**config.mk**
```make
export PLATFORM = sky130hd
export DESIGN_NAME = exUnit
export DESIGN_NICKNAME = d
export VERILOG_FILES = /design/src/common/exPkg.sv /design/src/exUnit.sv /design/src/exMemReg.sv /design/src/branchUnit.sv /design/src/aluCore.sv /design/src/operandForward.sv
export SDC_FILE = /design/constraint.sdc
export NUM_CORES = 1
export LEC_CHECK = 0
export BUFFER_PORTS_ARGS = -buffer_cell sky130_fd_sc_hd__buf_2
export CAP_MARGIN = 20
export CORE_MARGIN = 8
export CORE_UTILIZATION = 54
export CTS_BUF_LIST = sky130_fd_sc_hd__clkbuf_2 sky130_fd_sc_hd__clkbuf_4 sky130_fd_sc_hd__clkbuf_8
export DETAILED_ROUTE_END_ITERATION = 10
export PLACE_DENSITY = 0.8
export SLEW_MARGIN = 25
export SYNTH_ARGS = -nofsm -noshare
export SYNTH_HDL_FRONTEND = slang
export SYNTH_HIERARCHICAL = 1
export SYNTH_SLANG_ARGS = --single-unit
```
**constraint.sdc**
```tcl
create_clock -name clk -period 8.1 [get_ports clk]
set_input_delay 0.81 -clock clk [delete_from_list [all_inputs] [get_ports clk]]
set_output_delay 0.81 -clock clk [all_outputs]
set_load 0.03 [all_outputs]
```
**src/common/exPkg.sv**
```systemverilog
`default_nettype none

package exPkg;

    // Data path word, operands and addresses
    typedef logic [31:0] word_t;

    // Architectural register index, x0 reads as zero
    typedef logic [4:0] regIdx_t;

    typedef enum logic [3:0] {
        ALU_ADD  = 4'd0,
        ALU_SUB  = 4'd1,
        ALU_AND  = 4'd2,
        ALU_OR   = 4'd3,
        ALU_XOR  = 4'd4,
        ALU_SLL  = 4'd5,
        ALU_SRL  = 4'd6,
        ALU_SRA  = 4'd7,
        ALU_SLT  = 4'd8,
        ALU_SLTU = 4'd9
    } aluOp_t;

    typedef enum logic [2:0] {
        BR_NONE = 3'd0,
        BR_EQ   = 3'd1,
        BR_NE   = 3'd2,
        BR_LT   = 3'd3,
        BR_GE   = 3'd4,
        BR_LTU  = 3'd5,
        BR_GEU  = 3'd6
    } branchOp_t;

    // Decoded instruction from the ID/EX side
    typedef struct packed {
        word_t     pc;
        word_t     rs1Data;
        word_t     rs2Data;
        word_t     imm;
        regIdx_t   rs1;
        regIdx_t   rs2;
        regIdx_t   rd;
        aluOp_t    aluOp;
        logic      aluSrcImm;
        branchOp_t branchOp;
        logic      regWrite;
        logic      memRead;
        logic      memWrite;
    } idExBundle_t;

    // Result handed on to the memory stage
    typedef struct packed {
        word_t   aluResult;
        word_t   storeData;
        word_t   target;
        regIdx_t rd;
        logic    regWrite;
        logic    memRead;
        logic    memWrite;
        logic    redirect;
    } exMemBundle_t;

endpackage

`default_nettype wire
```
**src/exUnit.sv**
```systemverilog
`timescale 1ns/100ps
`default_nettype none

module exUnit (
    input  wire logic                clk,
    input  wire logic                reset,
    input  wire logic                inValid,
    output logic                     inReady,
    input  wire exPkg::idExBundle_t  inBundle,
    input  wire logic                flush,
    input  wire logic                wbRegWrite,
    input  wire exPkg::regIdx_t      wbRd,
    input  wire exPkg::word_t        wbData,
    output logic                     outValid,
    input  wire logic                outReady,
    output exPkg::exMemBundle_t      outBundle
);

    // Forwarded operands
    exPkg::word_t opA;
    exPkg::word_t opB;
    exPkg::word_t cmpA;
    exPkg::word_t cmpB;
    exPkg::word_t storeData;

    // Results for the register
    exPkg::word_t aluResult;
    exPkg::word_t target;
    logic         taken;

    // Held EX/MEM item feeds back as a forwarding source
    operandForward fwdInst (
        .inBundle   (inBundle),
        .heldBundle (outBundle),
        .heldValid  (outValid),
        .wbRegWrite (wbRegWrite),
        .wbRd       (wbRd),
        .wbData     (wbData),
        .opA        (opA),
        .opB        (opB),
        .cmpA       (cmpA),
        .cmpB       (cmpB),
        .storeData  (storeData)
    );

    aluCore aluInst (
        .opA       (opA),
        .opB       (opB),
        .aluOp     (inBundle.aluOp),
        .aluResult (aluResult)
    );

    branchUnit branchInst (
        .cmpA     (cmpA),
        .cmpB     (cmpB),
        .pc       (inBundle.pc),
        .imm      (inBundle.imm),
        .branchOp (inBundle.branchOp),
        .taken    (taken),
        .target   (target)
    );

    exMemReg regInst (
        .clk       (clk),
        .reset     (reset),
        .inValid   (inValid),
        .inBundle  (inBundle),
        .flush     (flush),
        .aluResult (aluResult),
        .storeData (storeData),
        .target    (target),
        .taken     (taken),
        .outReady  (outReady),
        .inReady   (inReady),
        .outValid  (outValid),
        .outBundle (outBundle)
    );

endmodule

`default_nettype wire

```
**src/exMemReg.sv**
```systemverilog
`timescale 1ns/100ps
`default_nettype none

module exMemReg (
    input  wire logic               clk,
    input  wire logic               reset,
    input  wire logic               inValid,
    input  wire exPkg::idExBundle_t inBundle,
    input  wire logic               flush,
    input  wire exPkg::word_t       aluResult,
    input  wire exPkg::word_t       storeData,
    input  wire exPkg::word_t       target,
    input  wire logic               taken,
    input  wire logic               outReady,
    output logic                    inReady,
    output logic                    outValid,
    output exPkg::exMemBundle_t     outBundle
);

    exPkg::exMemBundle_t merged;
    logic                accept;

    // Room when empty or when the held item leaves this edge
    assign inReady = !outValid || outReady;
    assign accept  = inValid && inReady;

    always_comb begin
        merged.aluResult = aluResult;
        merged.storeData = storeData;
        merged.target    = target;
        merged.rd        = inBundle.rd;
        // A flushed item keeps its data but loses all side effects
        merged.regWrite  = inBundle.regWrite && !flush;
        merged.memRead   = inBundle.memRead && !flush;
        merged.memWrite  = inBundle.memWrite && !flush;
        merged.redirect  = taken && !flush;
    end

    always_ff @(posedge clk) begin
        if (reset) begin
            outValid           <= 1'b0;
            outBundle.regWrite <= 1'b0;
            outBundle.memRead  <= 1'b0;
            outBundle.memWrite <= 1'b0;
            outBundle.redirect <= 1'b0;
        end else begin
            if (inReady) begin
                outValid <= inValid;
            end
            if (accept) begin
                outBundle <= merged;
            end
        end
    end

endmodule

`default_nettype wire

```
**src/branchUnit.sv**
```systemverilog
`timescale 1ns/100ps
`default_nettype none

module branchUnit (
    input  wire exPkg::word_t     cmpA,
    input  wire exPkg::word_t     cmpB,
    input  wire exPkg::word_t     pc,
    input  wire exPkg::word_t     imm,
    input  wire exPkg::branchOp_t branchOp,
    output logic                  taken,
    output exPkg::word_t          target
);

    logic isEqual;
    logic isLessSigned;
    logic isLessUnsigned;

    assign isEqual        = (cmpA == cmpB);
    assign isLessSigned   = ($signed(cmpA) < $signed(cmpB));
    assign isLessUnsigned = (cmpA < cmpB);

    // Decision per compare condition
    always_comb begin
        case (branchOp)
            exPkg::BR_EQ:  taken = isEqual;
            exPkg::BR_NE:  taken = !isEqual;
            exPkg::BR_LT:  taken = isLessSigned;
            exPkg::BR_GE:  taken = !isLessSigned;
            exPkg::BR_LTU: taken = isLessUnsigned;
            exPkg::BR_GEU: taken = !isLessUnsigned;
            default:       taken = 1'b0;
        endcase
    end

    // Halfword offset from the decoder, so scale it by two
    assign target = pc + (imm << 1);

endmodule

`default_nettype wire

```
**src/aluCore.sv**
```systemverilog
`timescale 1ns/100ps
`default_nettype none

module aluCore (
    input  wire exPkg::word_t  opA,
    input  wire exPkg::word_t  opB,
    input  wire exPkg::aluOp_t aluOp,
    output exPkg::word_t       aluResult
);

    logic [4:0] shamt;

    // Only the low five bits count for a 32-bit shift
    assign shamt = opB[4:0];

    always_comb begin
        case (aluOp)
            exPkg::ALU_ADD: begin
                aluResult = opA + opB;
            end
            exPkg::ALU_SUB: begin
                aluResult = opA - opB;
            end
            exPkg::ALU_AND: begin
                aluResult = opA & opB;
            end
            exPkg::ALU_OR: begin
                aluResult = opA | opB;
            end
            exPkg::ALU_XOR: begin
                aluResult = opA ^ opB;
            end
            exPkg::ALU_SLL: begin
                aluResult = opA << shamt;
            end
            exPkg::ALU_SRL: begin
                aluResult = opA >> shamt;
            end
            exPkg::ALU_SRA: begin
                aluResult = $signed(opA) >>> shamt;
            end
            exPkg::ALU_SLT: begin
                aluResult = {31'd0, $signed(opA) < $signed(opB)};
            end
            exPkg::ALU_SLTU: begin
                aluResult = {31'd0, opA < opB};
            end
            default: begin
                aluResult = '0;
            end
        endcase
    end

endmodule

`default_nettype wire

```
**src/operandForward.sv**
```systemverilog
`timescale 1ns/100ps
`default_nettype none

module operandForward (
    input  wire exPkg::idExBundle_t  inBundle,
    input  wire exPkg::exMemBundle_t heldBundle,
    input  wire logic                heldValid,
    input  wire logic                wbRegWrite,
    input  wire exPkg::regIdx_t      wbRd,
    input  wire exPkg::word_t        wbData,
    output exPkg::word_t             opA,
    output exPkg::word_t             opB,
    output exPkg::word_t             cmpA,
    output exPkg::word_t             cmpB,
    output exPkg::word_t             storeData
);

    exPkg::word_t fwdRs1;
    exPkg::word_t fwdRs2;

    // Priority is EX/MEM first, then write-back, then register file
    function automatic exPkg::word_t forwardOperand(
        input exPkg::regIdx_t      idx,
        input exPkg::word_t        rfData,
        input exPkg::exMemBundle_t held,
        input logic                heldOk,
        input logic                wbWrite,
        input exPkg::regIdx_t      wbIdx,
        input exPkg::word_t        wbValue
    );
        if (idx == '0)
            return rfData;
        if (heldOk && held.regWrite && (held.rd == idx))
            return held.aluResult;
        if (wbWrite && (wbIdx == idx))
            return wbValue;
        return rfData;
    endfunction

    assign fwdRs1 = forwardOperand(inBundle.rs1, inBundle.rs1Data, heldBundle, heldValid,
                                   wbRegWrite, wbRd, wbData);
    assign fwdRs2 = forwardOperand(inBundle.rs2, inBundle.rs2Data, heldBundle, heldValid,
                                   wbRegWrite, wbRd, wbData);

    assign opA       = fwdRs1;
    assign cmpA      = fwdRs1;
    assign cmpB      = fwdRs2;
    assign storeData = fwdRs2;

    // I-type ops take the immediate instead of rs2
    assign opB = inBundle.aluSrcImm ? inBundle.imm : fwdRs2;

endmodule

`default_nettype wire

```
==> impl_metrics.tcl, run 1 <==
set metrics [dict create \
    dp_slack_ps 1730 \
    synth_top_area_share_pct 17.4 \
    tightest_slew_ps 1200 \
    async_flop_share_pct 0 \
    antenna_found_initial 3 \
    final_cell_mix "buf_2 (303), inv_1 (224), nor2_1 (194)" \
    finalSetupViolCount 0 \
    cap_violations 0 \
    final_common_cell "buf_2" \
    highest_layer "met5" \
    num_rows 65 \
    swShare_pct 47.0 \
    ios 304 \
    synth_area_leaders "edfxtp_1 (17%), ha_1 (11%), mux4_2 (5.0%)" \
    track_usage_pct 38.7 \
    syn_nets 2636 \
    ys_types 102 \
    hold_viol 0 \
    cts-hold-fix-buffers 0 \
    seqPwrFrac_pct 27.1 \
    fin_crit_ps 6100 \
    power.density_mw_per_mm2 132 \
    internal-power_uw 1330 \
    grt-ovfl-total 0 \
    die_w_um 196 \
    cp.required_ps 8330 \
    wl_met2_um 33200 \
    comb_power_share_pct 55.9 \
    yosys.area.top_type "edfxtp_1" \
    met1_length_um 29700 \
    cts_buffer_depth 2 \
    critPathKind "reg -> reg" \
    fin_setup_tns_ps 0 \
    crit_path_end "regInst/outBundle[104]" \
    htree_levels 3 \
    hpwlAfterDp_um 60400 \
    relSlewSlack_pct 19.6 \
    startpoint "regInst/outBundle[7]" \
    die-area_mm2 0.0383 \
    layout-drive-gt1-share_pct 19.7 \
    cts_buffers 9 \
    grt_pass1_wl_um 115000 \
    fmaxAchievable_mhz 164 \
    grt_max_degree 68 \
    r2r_cells 18 \
    multi_input_area_mm2 0.0124 \
    initial_core_util_pct 55.1 \
    synth.ff_latch_count 106 \
    yosysSeqAreaShare_pct 18.0 \
    status "finished clean" \
    ff_latch_area_mm2 0.00313 \
    fillers 2980 \
    cts_tree "yes" \
    cp-start-kind "flip-flop" \
    syn_area_per_cell_um2 7.66 \
    r2r_start "regInst/outBundle[7]" \
    area_growth_pct 8.98 \
    coreArea_mm2 0.0316 \
    critPathArrivalTime_ps 6330 \
    reg2reg_slack_ps 2000 \
    yosysWarnings 6 \
    synth-edff-count 101 \
    post_cts_buffers 0 \
    skew_ps 27.9 \
    drc 0 \
    worstReg2RegEnd "regInst/outBundle[104]" \
    port-buffer-count 303 \
    drt_iter0_markers 2578 \
    clkLatencyLatePin_ps 460 \
    wire_per_inst_um 27.6 \
    rsz0062_at_grt "false" \
    gp_congestion 1.05 \
    vias 19674 \
    clk_transition_reported_paths_ps 140 \
    worst-path-max-fanout 33 \
    power_frac_clock_pct 17.0 \
    max-vdd-ir-drop_mv 0.0799 \
    power_leakage_uw 0.00844 \
    cts_resized 0 \
    maxSlewViolCount 0 \
    end_kind "flip-flop" \
    power.switching_uw 1180 \
    hold_class "reg -> reg" \
    cts.sinks 106 \
    syn-instance-count 2276 \
    ant_nets 0 \
    worst_slack_ps 2000 \
    min_period_over_period_pct 75.3 \
    syn_area_mm2 0.0174 \
    synthFlopType "edfxtp_1" \
    drtPass1Iterations 6 \
    die_h_um 196 \
    grt_pass1_vias 18432 \
    fin_nets 2783 \
    cts_root_buf "clkbuf_8" \
    drt-total-wl_um 78000 \
    vias_per_cell 6.95 \
    dr_wl_met3_um 10600 \
]
stage by stage:
stage	util (%)	hold WS [ps]	std cells	cell area [um2]	total power, uW
final	60.1	493	2831	19000	2510
after global routing	60.1	503	2831	19000	2610
after CTS	59.9	492	2829	19000	2450
after detailed placement	59.2	473	2813	18700	2030
after global placement	59.1	461	2813	18700	2020
after floorplan	-	596	2276	17400	1640
registers in the layout (all words and copies together), names as in the netlist:
name,count
regInst/outBundle,105
regInst/outValid,1
how the worst min path moves through the flow:
stage	start	to	slack [ps]	cells after the start
2_1_floorplan	regInst/outBundle[0]	regInst/outBundle[0]	600	2
3_3_place_gp	regInst/outBundle[0]	regInst/outBundle[0]	460	2
3_5_place_dp	regInst/outBundle[0]	regInst/outBundle[0]	470	2
4_1_cts	regInst/outBundle[0]	regInst/outBundle[0]	490	2
5_1_grt	regInst/outBundle[1]	regInst/outBundle[1]	500	2
6_report	regInst/outBundle[0]	regInst/outBundle[0]	490	2
critical path, stage by stage (launching register included):
cell and delay, ps:
edfxtp_1 500, xnor2_1 190, nand4_1 260, nor2_2 170, buf_4 370, o21a_1 190
buf_4 390, o221ai_1 570, inv_1 350, ha_1 330, o21ai_0 350, o21ai_1 170
a2111oi_2 600, nor4b_1 200, o21a_1 280, a2111o_1 440, a211o_1 330, nand3_2 80
nand3_1 70
layout make-up:
| type | instances | area share (%) |
|---|---|---|
| Multi-Input combinational cell | 1721 | 65.1 |
| Sequential cell | 106 | 16.5 |
| Timing Repair Buffer | 356 | 10.1 |
| Inverter | 229 | 4.52 |
| Tap cell | 402 | 2.65 |
| Clock buffer | 11 | 0.731 |
| Clock inverter | 5 | 0.454 |
| Antenna cell | 1 | 0.0132 |
kinds of logic (layout without fill, tap and decap cells):
logic type / Yosys count / after routing / synth area share, %
buffers and inverters: 449 / 601 / 11.8
adders and majority gates: 163 / 163 / 11.8
muxes: 101 / 101 / 8.66
xor gates and xnor gates: 70 / 70 / 3.52
and+or+nand+nor: 658 / 658 / 17.7
DFF: 106 / 106 / 18.0
AOI/OAI and AO/OA: 729 / 729 / 28.6
other: 0 / 1 / 0
power by group through the flow:
| stage | sequential [uW] | combinational, uW | clock, uW |
|---|---|---|---|
| after floorplan | 749 | 890 | 0 |
| after global placement | 689 | 1330 | 0 |
| after detailed placement | 690 | 1340 | 0 |
| after CTS | 677 | 1350 | 421 |
| after global routing | 681 | 1490 | 440 |
| final | 679 | 1400 | 427 |
Yosys cell counts, types with 55 or more instances:
library cell / count
o21ai_0: 109
a21oi_1: 166
clkbuf_1: 91
xnor2_1: 55
edfxtp_1: 101
nor3_1: 73
nand2_1: 185
nand3_1: 71
buf_4: 74
inv_1: 225
nor2_1: 195
ha_1: 160
metal layers:
layer  up-vias  global-route usage [%]
met5         -                       0
met4         4                    20.3
met3       260                    10.5
met2      1533                    58.4
met1      9275                    50.1
li1       8602                       -
No activity file was read; power rests on OpenSTA's default activity.
==> run 2, diff against run 1 <==
==> constraint.sdc (replaced) <==
create_clock -name clk -period 5.2 [get_ports clk]
set_input_delay 0.52 -clock clk [delete_from_list [all_inputs] [get_ports clk]]
set_output_delay 0.52 -clock clk [all_outputs]
set_load 0.03 [all_outputs]
==> impl_metrics.tcl, run 2 (synthesis gave the netlist of run 1 again) <==
set metrics [dict create \
    status "finished clean" \
    clk_transition_reported_paths_ps 130 \
    hold_viol 0 \
    drt-total-wl_um 79400 \
    vias_per_cell 6.78 \
    final_cell_mix "buf_2 (303), inv_1 (224), buf_4 (199)" \
    worst_slack_ps 168 \
    antenna_found_initial 3 \
    area_growth_pct 15.8 \
    wire_per_inst_um 26.6 \
    hold_class "in -> reg" \
    cts-hold-fix-buffers 0 \
    worst-path-max-fanout 16 \
    track_usage_pct 39.7 \
    min_period_over_period_pct 96.8 \
    relSlewSlack_pct 32.2 \
    cts_buffers 9 \
    finalSetupViolCount 0 \
    grt_use_met3_pct 10.7 \
    grt_pass1_wl_um 118000 \
    port-buffer-count 303 \
    skew_ps 20.0 \
    grt-busiest-layer "met2" \
    grt_pass1_vias 19261 \
    fmaxAchievable_mhz 199 \
    initial_core_util_pct 55.1 \
    fin_setup_tns_ps 0 \
    die-area_mm2 0.0383 \
    fin_nets 2937 \
    cap_violations 0 \
    crit_path_top_delay_cell "o221ai_1" \
    cts_buffer_depth 2 \
    coreArea_mm2 0.0316 \
    cp.required_ps 5410 \
    power.density_mw_per_mm2 198 \
    layout-drive-gt1-share_pct 24.2 \
    cts_root_buf "clkbuf_8" \
    cts.sinks 106 \
    cts_tree "yes" \
    crit_family "compound AO/OA/AOI/OAI gates" \
    power_leakage_uw 0.00918 \
    regMostFlops "regInst/outBundle" \
    hpwlAfterDp_um 63400 \
    grt_max_degree 67 \
    critPathArrivalTime_ps 5240 \
    ant_nets 0 \
    ios 304 \
    gr-usage-met2_pct 62.7 \
    final_common_cell "buf_2" \
    holdWs_ps 262 \
    crit_buf_inv 4 \
    drc 0 \
    cp-start-kind "flip-flop" \
    clkLatencyLatePin_ps 450 \
    num_rows 65 \
    drt_iter0_markers 2721 \
    largest_reg_flops 105 \
    htree_levels 3 \
    gp_congestion 1.09 \
    top_regs "regInst/outBundle x105, regInst/outValid x1" \
    critPathKind "reg -> reg" \
    vias 20264 \
    drtPass1Iterations 6 \
    maxSlewViolCount 0 \
    die_w_um 196 \
    end_kind "flip-flop" \
    dp_slack_ps -38.5 \
    max-vdd-ir-drop_mv 0.142 \
    grt-ovfl-total 0 \
    use_met1_pct 49.0 \
    tightest_slew_ps 1010 \
    crit_chain "buf_4 -> xnor2_1 -> nand4_1 -> nor2_2 -> o21a_1 -> buf_12 -> o221ai_1 -> inv_1 -> ha_1 -> a21oi_1 -> o21ai_0 -> a2111oi_2 -> buf_4 -> nor4b_1 -> o21a_1 -> a2111o_1 -> a211o_1 -> nand3_2 -> nand3_1" \
    die_h_um 196 \
    cp_slowest_stage_delay_ps 560 \
    fin_crit_ps 5030 \
]
-- run 2: cell types whose count changed in the layout (fill, tap and decap cells not counted), moves of 6 or more --
cell,delta
o221ai_1,+9
buf_4,+147
buf_12,+6
o221ai_2,-9
-- run 2: area by class of cell --
type                    count  area [um2]
well taps                 402         503
clock buffers              10         131
flip-flops and latches    106        3130
repair buffers            510        3150
multi-input cells        1721       12300
inverters                 229         860
diodes                      3        7.51
fillers                  2863       11500
clock inverters             6        63.8
-- run 2: worst paths after layout --
check | from | endpoint | slack, ps | cells past startpoint
setup / recovery | regInst/outBundle[7] | regInst/outBundle[104] | 170 | 19
setup reg to reg | regInst/outBundle[7] | regInst/outBundle[104] | 170 | 19
hold / removal | inBundle[12] | regInst/outBundle[5] | 260 | 1
hold reg to reg | regInst/outBundle[0] | regInst/outBundle[0] | 490 | 2
-- run 2: power breakdown --
| group | switching (uW) | internal [uW] |
|---|---|---|
| logic | 1460 | 897 |
| registers | 39.2 | 1020 |
| clock network | 356 | 230 |
-- run 2: worst reg2reg max path, cell delays in order, from the launching register on --
cell       delay [ps]
edfxtp_1          460
buf_4             170
xnor2_1           110
nand4_1           190
nor2_2            100
o21a_1            230
buf_12            160
o221ai_1          570
inv_1             170
ha_1              400
a21oi_1           210
o21ai_0           170
a2111oi_2         380
buf_4             190
nor4b_1            90
o21a_1            270
a2111o_1          460
a211o_1           340
nand3_2            80
nand3_1            80
-- run 2: timing repair --
item	CTS	global route
buffers inserted	0	3
setup endpoints to repair	0	16
gates resized for setup	0	11
-- run 2: stage by stage --
| stage | cells | total power [uW] | cell area (um2) | util (%) |
|---|---|---|---|---|
| after floorplan | 2276 | 2550 | 17400 | - |
| after global placement | 2965 | 3300 | 19900 | 62.9 |
| after detailed placement | 2965 | 3320 | 19900 | 62.9 |
| after CTS | 2981 | 3900 | 20100 | 63.5 |
| after global routing | 2986 | 4170 | 20200 | 63.8 |
| final | 2987 | 4000 | 20200 | 63.8 |
-- run 2: routing by layer --
layer / vias up / wire [um]
li1: 8926 / -
met5: - / 8
met4: 2 / 4630
met2: 1574 / 35200
met1: 9472 / 29100
met3: 290 / 10400
